===== src/rtl/mem_sys_pkg.sv =====
`default_nettype none

package mem_sys_pkg;

    // ==================================================
    // Bus widths
    // ==================================================
    localparam int ADDR_W = 32;
    localparam int DATA_W = 32;
    localparam int STRB_W = DATA_W / 8;
    // Byte offset bits inside one word
    localparam int OFFSET_W = $clog2(STRB_W);

    typedef logic [ADDR_W-1:0] addr_t;
    typedef logic [DATA_W-1:0] word_t;
    typedef logic [STRB_W-1:0] strb_t;

    // AXI response code, banks always answer with this one
    localparam logic [1:0] RESP_OKAY = 2'b00;

    // ==================================================
    // Data port FSM states
    // ==================================================
    typedef enum logic [2:0] {
        IDLE,
        SEND_WRITE_ADDR,
        SEND_WRITE_DATA,
        WAIT_WRITE_RESP,
        SEND_READ_ADDR,
        RECV_READ_DATA
    } port_state_t;

endpackage

`default_nettype wire


===== src/rtl/axi_lite_if.sv =====
`timescale 1ns/1ps
`default_nettype none

interface axi_lite_if;

    // Write address channel
    mem_sys_pkg::addr_t awaddr;
    logic               awvalid;
    logic               awready;
    // Write data channel
    mem_sys_pkg::word_t wdata;
    mem_sys_pkg::strb_t wstrb;
    logic               wvalid;
    logic               wready;
    // Write response channel
    logic [1:0]         bresp;
    logic               bvalid;
    logic               bready;
    // Read address channel
    mem_sys_pkg::addr_t araddr;
    logic               arvalid;
    logic               arready;
    // Read data channel
    mem_sys_pkg::word_t rdata;
    logic [1:0]         rresp;
    logic               rvalid;
    logic               rready;

    modport master (
        output awaddr, awvalid, input awready,
        output wdata, wstrb, wvalid, input wready,
        input bresp, bvalid, output bready,
        output araddr, arvalid, input arready,
        input rdata, rresp, rvalid, output rready
    );

    modport slave (
        input awaddr, awvalid, output awready,
        input wdata, wstrb, wvalid, output wready,
        output bresp, bvalid, input bready,
        input araddr, arvalid, output arready,
        output rdata, rresp, rvalid, input rready
    );

endinterface

`default_nettype wire


===== src/rtl/axi_lite_ram_bank.sv =====
`timescale 1ns/1ps
`default_nettype none

module axi_lite_ram_bank #(
    parameter int NUM_BANKS  = 4,
    parameter int BANK_WORDS = 64
) (
    input  logic      clk,
    input  logic      rst_n,
    axi_lite_if.slave bus
);

    localparam int BANK_BITS = $clog2(NUM_BANKS);
    localparam int WORD_BITS = $clog2(BANK_WORDS);
    // Word index sits above byte offset and bank bits
    localparam int IDX_LSB   = mem_sys_pkg::OFFSET_W + BANK_BITS;

    mem_sys_pkg::word_t mem [BANK_WORDS];

    // Write address taken, waiting for its data
    logic                 aw_taken;
    logic [WORD_BITS-1:0] aw_idx;
    logic                 bvalid_q;
    logic                 rvalid_q;
    mem_sys_pkg::word_t   rdata_q;

    logic aw_fire;
    logic w_fire;
    logic ar_fire;

    // Idle means no address held and no response waiting
    assign bus.awready = !aw_taken && !bvalid_q;
    assign bus.wready  = aw_taken;
    assign bus.arready = !rvalid_q;

    assign aw_fire = bus.awvalid && bus.awready;
    assign w_fire  = bus.wvalid && bus.wready;
    assign ar_fire = bus.arvalid && bus.arready;

    assign bus.bvalid = bvalid_q;
    assign bus.bresp  = mem_sys_pkg::RESP_OKAY;
    assign bus.rvalid = rvalid_q;
    assign bus.rresp  = mem_sys_pkg::RESP_OKAY;
    assign bus.rdata  = rdata_q;

    // ==================================================
    // Handshake flags
    // ==================================================
    always_ff @(posedge clk) begin
        if (!rst_n) begin
            aw_taken <= 1'b0;
            bvalid_q <= 1'b0;
            rvalid_q <= 1'b0;
        end else begin
            if (aw_fire) begin
                aw_taken <= 1'b1;
            end else if (w_fire) begin
                aw_taken <= 1'b0;
            end
            // Response held until the master takes it
            if (w_fire) begin
                bvalid_q <= 1'b1;
            end else if (bus.bready) begin
                bvalid_q <= 1'b0;
            end
            if (ar_fire) begin
                rvalid_q <= 1'b1;
            end else if (bus.rready) begin
                rvalid_q <= 1'b0;
            end
        end
    end

    // ==================================================
    // Word store with byte lanes
    // ==================================================
    always_ff @(posedge clk) begin
        if (aw_fire) begin
            aw_idx <= bus.awaddr[IDX_LSB +: WORD_BITS];
        end
        if (w_fire) begin
            for (int b = 0; b < mem_sys_pkg::STRB_W; b++) begin
                if (bus.wstrb[b]) begin
                    mem[aw_idx][8*b +: 8] <= bus.wdata[8*b +: 8];
                end
            end
        end
        // Upper address bits dropped here, so addresses alias
        if (ar_fire) begin
            rdata_q <= mem[bus.araddr[IDX_LSB +: WORD_BITS]];
        end
    end

endmodule

`default_nettype wire


===== src/flat_wrapper.sv =====
// flat-port wrapper written by rule: the top's interface ports become plain ports
module axi_lite_ram_bank_flat 
#(
    parameter int NUM_BANKS  = 4,
    parameter int BANK_WORDS = 64
)
  (clk, rst_n, bus_awaddr, bus_awvalid, bus_awready, bus_wdata, bus_wstrb, bus_wvalid, bus_wready, bus_bresp, bus_bvalid, bus_bready, bus_araddr, bus_arvalid, bus_arready, bus_rdata, bus_rresp, bus_rvalid, bus_rready);
  axi_lite_if bus_i ();
  input  logic clk;
  input  logic rst_n;
  input wire logic [$bits(bus_i.awaddr)-1:0] bus_awaddr;
  input wire logic [$bits(bus_i.awvalid)-1:0] bus_awvalid;
  output wire logic [$bits(bus_i.awready)-1:0] bus_awready;
  input wire logic [$bits(bus_i.wdata)-1:0] bus_wdata;
  input wire logic [$bits(bus_i.wstrb)-1:0] bus_wstrb;
  input wire logic [$bits(bus_i.wvalid)-1:0] bus_wvalid;
  output wire logic [$bits(bus_i.wready)-1:0] bus_wready;
  output wire logic [$bits(bus_i.bresp)-1:0] bus_bresp;
  output wire logic [$bits(bus_i.bvalid)-1:0] bus_bvalid;
  input wire logic [$bits(bus_i.bready)-1:0] bus_bready;
  input wire logic [$bits(bus_i.araddr)-1:0] bus_araddr;
  input wire logic [$bits(bus_i.arvalid)-1:0] bus_arvalid;
  output wire logic [$bits(bus_i.arready)-1:0] bus_arready;
  output wire logic [$bits(bus_i.rdata)-1:0] bus_rdata;
  output wire logic [$bits(bus_i.rresp)-1:0] bus_rresp;
  output wire logic [$bits(bus_i.rvalid)-1:0] bus_rvalid;
  input wire logic [$bits(bus_i.rready)-1:0] bus_rready;
  assign bus_i.awaddr = bus_awaddr;
  assign bus_i.awvalid = bus_awvalid;
  assign bus_awready = bus_i.awready;
  assign bus_i.wdata = bus_wdata;
  assign bus_i.wstrb = bus_wstrb;
  assign bus_i.wvalid = bus_wvalid;
  assign bus_wready = bus_i.wready;
  assign bus_bresp = bus_i.bresp;
  assign bus_bvalid = bus_i.bvalid;
  assign bus_i.bready = bus_bready;
  assign bus_i.araddr = bus_araddr;
  assign bus_i.arvalid = bus_arvalid;
  assign bus_arready = bus_i.arready;
  assign bus_rdata = bus_i.rdata;
  assign bus_rresp = bus_i.rresp;
  assign bus_rvalid = bus_i.rvalid;
  assign bus_i.rready = bus_rready;
  axi_lite_ram_bank #(.NUM_BANKS(NUM_BANKS), .BANK_WORDS(BANK_WORDS)) u_core (.clk(clk), .rst_n(rst_n), .bus(bus_i));
endmodule

===== config.mk =====
export PLATFORM = sky130hd
export DESIGN_NAME = axi_lite_ram_bank_flat
export DESIGN_NICKNAME = d
export VERILOG_FILES = /design/src/rtl/mem_sys_pkg.sv /design/src/rtl/axi_lite_if.sv /design/src/rtl/axi_lite_ram_bank.sv /design/src/flat_wrapper.sv
export SDC_FILE = /design/constraint.sdc
export NUM_CORES = 2
export LEC_CHECK = 0
export BUFFER_PORTS_ARGS = -buffer_cell sky130_fd_sc_hd__buf_2
export CAP_MARGIN = 5
export CORE_MARGIN = 4
export CORE_UTILIZATION = 55
export DETAILED_ROUTE_END_ITERATION = 7
export PLACE_DENSITY = 0.71
export SLEW_MARGIN = 40
export SYNTH_ARGS = -nofsm -noshare
export SYNTH_HDL_FRONTEND = slang
export SYNTH_SLANG_ARGS = --single-unit

===== constraint.sdc =====
create_clock -name clk -period 4.67 [get_ports clk]
set_clock_uncertainty 0.2 [all_clocks]
set_input_delay 0.467 -clock clk [delete_from_list [all_inputs] [get_ports clk]]
set_output_delay 0.467 -clock clk [all_outputs]
set_load 0.005 [all_outputs]

==> run summary <==
die width = 389.4 um
Critical Path RT = 4.89 ns
die area = 151600 um2
Syn-to-layout area delta = 12.24%
drt pass-1 iters = 8
Synth Warn # = 0
dominant synthesized flop cell = edfxtp_1
commonest non-fill, non-tap cell in the layout = edfxtp_1
power density over the cells = 418.7 nW/um2
Die Y = 389.4 um
Finished Cell Area = 89800 um2
fin cells = 5967
largest net degree at the start of global routing = 70
final RePlAce weighted congestion = 0.8677
Power, Total = 0.03760 W
vias in the first global route = 39330
CTS tree = yes
core area = 144000 um2
Filler Cell Count = 9624
dpl cells = 5587
Netlist cell types = 42
crit path launch type = register
nets = 4025
CTS max path bufs = 3
global-route usage over all layers = 27.09%
row count = 139
total routed wirelength = 203500 um
total CTS buffers = 197
Hold Crit Start = bus_wdata[13]
Leakage = 27.65 nW
Tcrit/Tclk final = 79.40%
syn avg cell area = 21.77 um2
worst r2r src = u_core.aw_idx[3]
vias = 39380
Initial Util = 55.56%
IO Port Bufs = 91
Routed Antenna Nets = 0
WP data arrival = 3.93 ns
crit path time final = 3.708 ns
Yosys reg bits = 2089
first-pass GRT wire length = 289400 um
DP HPWL = 124100 um
antenna violations before repair = 7
first-iteration detailed-routing DRC count = 6137
number of flops mapped to enable cells by yosys = 2086
DR DRC count = 40
Sum Neg Setup Slack = 0 ns
post-synthesis sequential area ratio = 78.36%
detail-routed via count per cell = 6.600
Slew @ Worst Pin = 1.036 ns
Hold Violations, Final = 0
clock-pin slew on the worst setup and hold paths = 0.06 ns
worst skew pair latency = 0.82 ns
Cells after Synth = 3676
Worst path max stage delay = 0.88 ns
Util after Layout = 62.36%
CP max-delay cell = nor2_1
crit-path cells = nor3b_1 > nand2_1 > nor2_1
fraction of layout cells with a size suffix above 1 = 28.22%
Async S/R FF share, synth = 0%
synthesized area = 80010 um2
most frequent cells in the layout = 2086 x edfxtp_1, 507 x mux4_2, 201 x clkbuf_16
Highest Clock Rate = 269.7 MHz
final slew viol count = 0
failing checks = DRC
CP endpoint kind = register
Ports = 148
Root Buffer = clkbuf_16
CP startpoint = u_core.aw_idx[3]
H-Tree Depth = 4
Post-DP Area = 83310 um2
endpoints failing setup = 0
RSZ-0062 raised after global routing = false
maximum vdd drop = 0.4396 mV
crit-path max FO = 8
relative slew slack = 30.79%
outcome = complete, but fails checks
critical path class = reg2reg
CTS sink cnt = 2089
HP Class = in2reg
routed len/inst = 34.10 um
global route overflow = 0
max-cap viol count = 0
==> critical path, delay by kind of cell, from the launching register on <==
family,cells,cell delay [ns]
AND/OR/NAND/NOR,3,2.41
flip-flops,1,0.68
==> area by class of cell <==
type	count	area [um2]	area share, %
diodes	3	7.507	0.008360
repair buffers	266	2182	2.430
well taps	1903	2381	2.651
inverters	1	3.754	0.004180
multi-input cells	1363	16610	18.50
flip-flops and latches	2089	62700	69.82
clock inverters	94	706.9	0.7872
clock buffers	248	5206	5.798
==> logic make-up after synthesis <==
kind of cell	after synthesis	share of synthesized area [%]
simple gates	486	2.583
other cells	1	0.004687
compound gates	286	2.347
buf+inv	227	1.412
mux	587	15.29
flops	2089	78.36
==> routing by layer <==
layer  wire length [um]  GRT usage [%]
met1              75940          37.21
met4               9502          11.58
met3              23130          8.405
met5                562          1.627
met2              94350          40.70
==> worst paths after layout <==
check	slack, ns	endpoint	cells past startpoint
setup / recovery	0.96	u_core.mem[11][0]	3
hold / removal	0.03	u_core.mem[38][13]	1
setup reg to reg	0.96	u_core.mem[11][0]	3
hold reg to reg	0.69	u_core.aw_idx[3]	2
==> sequential cells by signal, indices dropped and copies added (netlist names) <==
name / cells
u_core.bus.rdata: 32
u_core.mem: 2048
u_core.bus.bvalid: 1
u_core.bus.wready: 1
u_core.bus.rvalid: 1
u_core.aw_idx: 6
==> synth_stat cells (3+ instances only) <==
library cell / instances / area share, %
dfxtp_1: 3 / 0.075
a21oi_1: 40 / 0.25
and3b_1: 4 / 0.044
o22ai_1: 112 / 0.88
o22a_1: 20 / 0.22
a221oi_1: 19 / 0.21
and2_1: 3 / 0.023
o2bb2ai_1: 5 / 0.055
a211oi_1: 5 / 0.047
nor3_1: 27 / 0.17
nor3b_1: 12 / 0.11
buf_6: 8 / 0.11
o21ai_0: 45 / 0.28
o221ai_1: 27 / 0.30
nand2b_1: 12 / 0.094
nand2_1: 86 / 0.40
mux2i_1: 70 / 0.88
edfxtp_1: 2086 / 78
nor2b_1: 7 / 0.055
mux4_2: 507 / 14
a31oi_1: 4 / 0.031
buf_4: 32 / 0.30
a22oi_1: 5 / 0.047
clkbuf_1: 106 / 0.50
nor2_1: 300 / 1.4
mux2_2: 10 / 0.14
nand3_1: 5 / 0.031
buf_2: 78 / 0.49
nor4_1: 20 / 0.16
==> power by group <==
part / internal (W) / leakage [nW] / switching (W)
combinational: 0.000668 / 5.97 / 0.00119
clock: 0.00842 / 2.90 / 0.00658
sequential: 0.0207 / 18.8 / 0.0000629
total: 0.0298 / 27.7 / 0.00784
==> per-stage QoR <==
step	worst slack, ns	hold WS [ns]
2_1_floorplan	2.131	0.2849
3_3_place_gp	1.117	0.2875
3_5_place_dp	1.108	0.2870
4_1_cts	1.093	0.001360
5_1_grt	1.006	0.02797
6_report	0.9622	0.02748
==> repair_timing <==
item,4_1_cts,5_1_grt
hold buffers,35,0
resized for setup,0,0
setup buffers,0,0
endpoints found under the hold margin,606,0
No activity file was read; power rests on OpenSTA's default activity.
