--- src/rtl/mem_sys_pkg.sv ---
`default_nettype none

package mem_sys_pkg;

    // ==================================================
    // Bus widths
    // ==================================================
    localparam int ADDR_W = 32;
    localparam int DATA_W = 32;
    localparam int STRB_W = DATA_W / 8;
    // Byte offset bits inside one word
    localparam int OFFSET_W = $clog2(STRB_W);

    typedef logic [ADDR_W-1:0] addr_t;
    typedef logic [DATA_W-1:0] word_t;
    typedef logic [STRB_W-1:0] strb_t;

    // AXI response code, banks always answer with this one
    localparam logic [1:0] RESP_OKAY = 2'b00;

    // ==================================================
    // Data port FSM states
    // ==================================================
    typedef enum logic [2:0] {
        IDLE,
        SEND_WRITE_ADDR,
        SEND_WRITE_DATA,
        WAIT_WRITE_RESP,
        SEND_READ_ADDR,
        RECV_READ_DATA
    } port_state_t;

endpackage

`default_nettype wire

--- src/rtl/axi_lite_if.sv ---
`timescale 1ns/1ps
`default_nettype none

interface axi_lite_if;

    // Write address channel
    mem_sys_pkg::addr_t awaddr;
    logic               awvalid;
    logic               awready;
    // Write data channel
    mem_sys_pkg::word_t wdata;
    mem_sys_pkg::strb_t wstrb;
    logic               wvalid;
    logic               wready;
    // Write response channel
    logic [1:0]         bresp;
    logic               bvalid;
    logic               bready;
    // Read address channel
    mem_sys_pkg::addr_t araddr;
    logic               arvalid;
    logic               arready;
    // Read data channel
    mem_sys_pkg::word_t rdata;
    logic [1:0]         rresp;
    logic               rvalid;
    logic               rready;

    modport master (
        output awaddr, awvalid, input awready,
        output wdata, wstrb, wvalid, input wready,
        input bresp, bvalid, output bready,
        output araddr, arvalid, input arready,
        input rdata, rresp, rvalid, output rready
    );

    modport slave (
        input awaddr, awvalid, output awready,
        input wdata, wstrb, wvalid, output wready,
        output bresp, bvalid, input bready,
        input araddr, arvalid, output arready,
        output rdata, rresp, rvalid, input rready
    );

endinterface

`default_nettype wire

--- src/rtl/uncached_data_port.sv ---
`timescale 1ns/1ps
`default_nettype none

module uncached_data_port (
    input  logic               clk,
    input  logic               rst_n,
    // CPU side
    input  mem_sys_pkg::addr_t address,
    input  mem_sys_pkg::word_t write_data,
    input  logic               read_enable,
    input  logic               write_enable,
    input  mem_sys_pkg::strb_t byte_enable,
    output mem_sys_pkg::word_t read_data,
    output logic               stall,
    // AXI-Lite master side
    axi_lite_if.master         bus
);

    mem_sys_pkg::port_state_t state;
    mem_sys_pkg::port_state_t next_state;

    // Write with no byte selected is not a request at all
    logic write_req;
    // Stall rises combinationally, falls on a clock edge
    logic comb_stall;
    logic seq_stall;
    // One-cycle pulse after the last handshake of a transaction
    logic done;
    logic tx_end;

    assign write_req  = write_enable & (|byte_enable);
    assign comb_stall = (next_state != mem_sys_pkg::IDLE) && (read_enable || write_req);
    // Done pulse masks the stall so the CPU can retire the request
    assign stall      = (comb_stall || seq_stall) && !done;

    // ==================================================
    // Payloads follow the CPU operands directly
    // ==================================================
    // CPU holds its operands while stalled, so payloads stay stable
    assign bus.awaddr = {address[mem_sys_pkg::ADDR_W-1:mem_sys_pkg::OFFSET_W],
                         {mem_sys_pkg::OFFSET_W{1'b0}}};
    assign bus.araddr = {address[mem_sys_pkg::ADDR_W-1:mem_sys_pkg::OFFSET_W],
                         {mem_sys_pkg::OFFSET_W{1'b0}}};
    assign bus.wdata  = write_data;
    assign bus.wstrb  = byte_enable;

    // ==================================================
    // State, stall and done registers
    // ==================================================
    always_ff @(posedge clk) begin
        if (!rst_n) begin
            state     <= mem_sys_pkg::IDLE;
            seq_stall <= 1'b0;
            done      <= 1'b0;
        end else begin
            state     <= next_state;
            seq_stall <= comb_stall;
            done      <= tx_end;
        end
    end

    // Last read word stays visible until the next read lands
    always_ff @(posedge clk) begin
        if (!rst_n) begin
            read_data <= '0;
        end else if (state == mem_sys_pkg::RECV_READ_DATA && bus.rvalid && bus.rready) begin
            read_data <= bus.rdata;
        end
    end

    // ==================================================
    // Next state and channel handshakes
    // ==================================================
    always_comb begin
        next_state  = state;
        tx_end      = 1'b0;
        // All channels quiet unless the state says otherwise
        bus.awvalid = 1'b0;
        bus.wvalid  = 1'b0;
        bus.bready  = 1'b0;
        bus.arvalid = 1'b0;
        bus.rready  = 1'b0;

        case (state)
            mem_sys_pkg::IDLE: begin
                // Hold off one cycle after done so the CPU can drop the request
                if (!done) begin
                    if (read_enable) begin
                        next_state = mem_sys_pkg::SEND_READ_ADDR;
                    end else if (write_req) begin
                        next_state = mem_sys_pkg::SEND_WRITE_ADDR;
                    end
                end
            end
            mem_sys_pkg::SEND_WRITE_ADDR: begin
                bus.awvalid = 1'b1;
                if (bus.awready) begin
                    next_state = mem_sys_pkg::SEND_WRITE_DATA;
                end
            end
            mem_sys_pkg::SEND_WRITE_DATA: begin
                bus.wvalid = 1'b1;
                if (bus.wready) begin
                    next_state = mem_sys_pkg::WAIT_WRITE_RESP;
                end
            end
            mem_sys_pkg::WAIT_WRITE_RESP: begin
                // Response code ignored, banks only ever answer OKAY
                bus.bready = 1'b1;
                if (bus.bvalid) begin
                    next_state = mem_sys_pkg::IDLE;
                    tx_end     = 1'b1;
                end
            end
            mem_sys_pkg::SEND_READ_ADDR: begin
                bus.arvalid = 1'b1;
                if (bus.arready) begin
                    next_state = mem_sys_pkg::RECV_READ_DATA;
                end
            end
            mem_sys_pkg::RECV_READ_DATA: begin
                bus.rready = 1'b1;
                if (bus.rvalid) begin
                    next_state = mem_sys_pkg::IDLE;
                    tx_end     = 1'b1;
                end
            end
            default: begin
                // Unused encodings fall back to idle
                next_state = mem_sys_pkg::IDLE;
            end
        endcase
    end

endmodule

`default_nettype wire

--- src/flat_wrapper.sv ---
// flat-port wrapper written by rule: the top's interface ports become plain ports
module uncached_data_port_flat 
  (clk, rst_n, address, write_data, read_enable, write_enable, byte_enable, read_data, stall, bus_awaddr, bus_awvalid, bus_awready, bus_wdata, bus_wstrb, bus_wvalid, bus_wready, bus_bresp, bus_bvalid, bus_bready, bus_araddr, bus_arvalid, bus_arready, bus_rdata, bus_rresp, bus_rvalid, bus_rready);
  axi_lite_if bus_i ();
  input  logic clk;
  input  logic rst_n;
  input  mem_sys_pkg::addr_t address;
  input  mem_sys_pkg::word_t write_data;
  input  logic read_enable;
  input  logic write_enable;
  input  mem_sys_pkg::strb_t byte_enable;
  output mem_sys_pkg::word_t read_data;
  output logic stall;
  output wire logic [$bits(bus_i.awaddr)-1:0] bus_awaddr;
  output wire logic [$bits(bus_i.awvalid)-1:0] bus_awvalid;
  input wire logic [$bits(bus_i.awready)-1:0] bus_awready;
  output wire logic [$bits(bus_i.wdata)-1:0] bus_wdata;
  output wire logic [$bits(bus_i.wstrb)-1:0] bus_wstrb;
  output wire logic [$bits(bus_i.wvalid)-1:0] bus_wvalid;
  input wire logic [$bits(bus_i.wready)-1:0] bus_wready;
  input wire logic [$bits(bus_i.bresp)-1:0] bus_bresp;
  input wire logic [$bits(bus_i.bvalid)-1:0] bus_bvalid;
  output wire logic [$bits(bus_i.bready)-1:0] bus_bready;
  output wire logic [$bits(bus_i.araddr)-1:0] bus_araddr;
  output wire logic [$bits(bus_i.arvalid)-1:0] bus_arvalid;
  input wire logic [$bits(bus_i.arready)-1:0] bus_arready;
  input wire logic [$bits(bus_i.rdata)-1:0] bus_rdata;
  input wire logic [$bits(bus_i.rresp)-1:0] bus_rresp;
  input wire logic [$bits(bus_i.rvalid)-1:0] bus_rvalid;
  output wire logic [$bits(bus_i.rready)-1:0] bus_rready;
  assign bus_awaddr = bus_i.awaddr;
  assign bus_awvalid = bus_i.awvalid;
  assign bus_i.awready = bus_awready;
  assign bus_wdata = bus_i.wdata;
  assign bus_wstrb = bus_i.wstrb;
  assign bus_wvalid = bus_i.wvalid;
  assign bus_i.wready = bus_wready;
  assign bus_i.bresp = bus_bresp;
  assign bus_i.bvalid = bus_bvalid;
  assign bus_bready = bus_i.bready;
  assign bus_araddr = bus_i.araddr;
  assign bus_arvalid = bus_i.arvalid;
  assign bus_i.arready = bus_arready;
  assign bus_i.rdata = bus_rdata;
  assign bus_i.rresp = bus_rresp;
  assign bus_i.rvalid = bus_rvalid;
  assign bus_rready = bus_i.rready;
  uncached_data_port u_core (.clk(clk), .rst_n(rst_n), .address(address), .write_data(write_data), .read_enable(read_enable), .write_enable(write_enable), .byte_enable(byte_enable), .read_data(read_data), .stall(stall), .bus(bus_i));
endmodule
--- config.mk ---
export PLATFORM = sky130hd
export DESIGN_NAME = uncached_data_port_flat
export DESIGN_NICKNAME = d
export VERILOG_FILES = /design/src/rtl/mem_sys_pkg.sv /design/src/rtl/axi_lite_if.sv /design/src/rtl/uncached_data_port.sv /design/src/flat_wrapper.sv
export SDC_FILE = /design/constraint.sdc
export NUM_CORES = 1
export LEC_CHECK = 0
export ABC_AREA = 1
export ABC_CLOCK_PERIOD_IN_PS = 1490
export BUFFER_PORTS_ARGS = -buffer_cell sky130_fd_sc_hd__buf_2
export CORE_AREA = 2 2 97 99
export DETAILED_ROUTE_END_ITERATION = 8
export DIE_AREA = 0 0 99 101
export PLACE_DENSITY_LB_ADDON = 0.15
export SLEW_MARGIN = 30
export SYNTH_ARGS = -nofsm -noshare
export SYNTH_HDL_FRONTEND = slang
export SYNTH_SLANG_ARGS = --single-unit
--- constraint.sdc ---
create_clock -name clk -period 1.49 [get_ports clk]
set_input_delay 0.0745 -clock clk [delete_from_list [all_inputs] [get_ports clk]]
set_output_delay 0.0745 -clock clk [all_outputs]
set_load 0.05 [all_outputs]
==> reports/results.tsv <==
metric	value	unit
status	complete, but fails checks	
failing checks	negative setup slack	
fraction of layout cells with a size suffix above 1	0.4262	
final period utilization	1.131	
clock skew	0.01144	ns
initial core utilization	0.2527	
crit start category	flip-flop	
leakage power figure	1.061	nW
HP Class	primary input to flip-flop	
Synth Register Bits	37	
Wirelength per Cell	15.37	um
Root Driver	clkbuf_8	
most common cell after layout, fill and taps aside	buf_2	
dpl ws	-0.03981	ns
initial antenna violation count	0	
placed cell count	395	
routed vias	1734	
Syn. warnings	0	
Pre-Repair DR Iteration Count	4	
vias per cell	4.240	
unrepaired setup endpoints after global routing	true	
post-synth cell types	20	
hold-fix buffers at CTS	0	
switching power	0.0007376	W
pwr/cell area	975.3	nW/um2
Tot Pwr	0.002281	W
HPWL Detailed	4391	um
Area growth, synth to finish	3.089	%
Die Ht	101	um
TritonCTS clock tree	done	
full die area	9999	um2
input/output buffers	86	
CTS clk-pin slew, worst paths	0.07	ns
io pins	251	
first-pass GRT wire length	9018	um
CP Data Required Time	1.42	ns
H-tree depth	2	
GPL Wtd Cong	0.7315	
Rows	35	
final setup vio count	1	
global route overflow	0	
sequential share of the synthesized area	0.3265	
Max Cap Viol	0	
CTS sink cnt	37	
DRC violations left	0	
Inserted Clock Buffers	5	
CTS max path bufs	2	
GRT Total Usage	0.1155	
crit path max fanout	6	
Gate Count Post-Synth	298	
ANT cells	0	
multi-input logic area	706.9	um2
average footprint of a synthesized cell	7.612	um2
number of global-route vias before repair	1628	
sequential share of power	0.459	
switching share of power	0.3234	
Clk pwr share	0.305	
Routed WL	6288	um
insertion delay to the later sink of the worst-skew pair	0.29	ns
nets	410	
Comb power frac	0.236	
register area	752.0	um2
hold_ws	0.02346	ns
endpoints failing hold	0	
crit path time final	1.685	ns
Die X	99	um
Final Non-Filler Cells	409	
fill count	1006	
Slew Limit Fails	0	
mapped cell area	2268	um2
most frequent cells in the layout	buf_2 (84), nand2_1 (41), nand3_1 (34), a21oi_1 (34), dfxtp_1 (34)	
FMAX	593.6	MHz
DRT iter0 DRCs	59	
WS Path Type	flip-flop to output pin	
largest net degree at the start of global routing	34	
endpoint type of the worst setup path	output pin	
setup TNS	-0.1947	ns
Post-DRT Antenna Nets	0	
Int Power	0.001543	W
Worst Path Arrival	1.61	ns
slack of the critical path	-0.1947	ns
core area	8977	um2
Max VDD drop	334.0	uV
[per-layer routing]
metal / part of all wire / up-vias / global-route usage / wire length (um)
met1: 0.37 / 781 / 0.1288 / 2357
met5: 0 / - / 0 / 0
met3: 0.090 / 36 / 0.04300 / 567
met4: 0.058 / 0 / 0.08535 / 363
met2: 0.48 / 71 / 0.1798 / 3000
li1: - / 846 / - / -
[power by group through the flow]
stage | sequential (W) | clock [W] | combinational, W
final | 0.00105 | 0.000696 | 0.000538
after global routing | 0.00105 | 0.000786 | 0.000584
after CTS | 0.00105 | 0.000741 | 0.000518
after detailed placement | 0.00107 | 0 | 0.000488
after global placement | 0.00107 | 0 | 0.000488
after floorplan | 0.00112 | 0 | 0.000957
[cell type report]
type                       instances  share of cell area
sequential                        37              0.3216
multi-input combinational        138              0.3023
timing repair buffer             102              0.2584
tap                              111             0.05939
clock buffer                       7             0.03264
inverter                          13             0.02301
clock inverter                     1            0.002675
[metrics by stage]
stage	utilization	cell area [um2]
3_3_place_gp	0.2374	2131
4_1_cts	0.2523	2265
6_report	0.2605	2338
5_1_grt	0.2605	2338
2_1_floorplan	-	2321
3_5_place_dp	0.2374	2131
[cell families after synthesis]
kind of cell | share of synthesized area
other | 0.001653
buffers and inverters | 0.3949
AOI/OAI and AO/OA | 0.08550
DFF | 0.3265
and+or+nand+nor | 0.1914
[worst paths after layout]
check	from	depth (start not counted)	to	slack [ns]
min	rst_n	3	u_core.state[1]$_SDFF_PN0_	0.02
max reg2reg	u_core.state[1]$_SDFF_PN0_	10	u_core.seq_stall$_SDFF_PN0_	0.11
min reg2reg	u_core.read_data[4]$_SDFFE_PN0P_	2	u_core.read_data[4]$_SDFFE_PN0P_	0.46
max	u_core.state[1]$_SDFF_PN0_	9	stall	-0.19
[Yosys cell counts]
library cell	instances	area, um2
a21oi_1	35	175.2
a21oi_2	1	8.760
buf_2	2	10.01
buf_4	101	758.2
buf_6	5	56.30
clkbuf_1	4	15.01
clkbuf_4	1	7.510
clkinv_1	1	3.750
conb_1	1	3.750
dfxtp_1	37	740.7
inv_1	11	41.29
inv_2	1	3.750
nand2_1	44	165.2
nand2_4	1	11.26
nand3_1	36	180.2
nand4_1	3	18.77
nor2_1	10	37.54
nor3_1	1	5.000
nor3_4	1	16.27
o21ai_0	2	10.01
[critical path: stages (launching register included)]
cell	delay [ns]
dfxtp_4	0.37
buf_6	0.12
nor3_4	0.16
nand2_1	0.07
nand2_1	0.08
nor2_2	0.05
nand3_1	0.09
nand2_2	0.08
a21oi_4	0.15
buf_6	0.17
[registers in the layout, indices dropped and copies added (netlist names)]
name	cells
u_core.done	1
u_core.read_data	32
u_core.seq_stall	1
u_core.state	3
[what timing repair did]
action | in CTS | in global routing
setup buffers | 1 | 4
resized for setup | 12 | 6
cloned | 0 | 1
pin swaps | 5 | 7
endpoints found under the setup margin | 34 | 35
(Power assumes the default switching activity.)
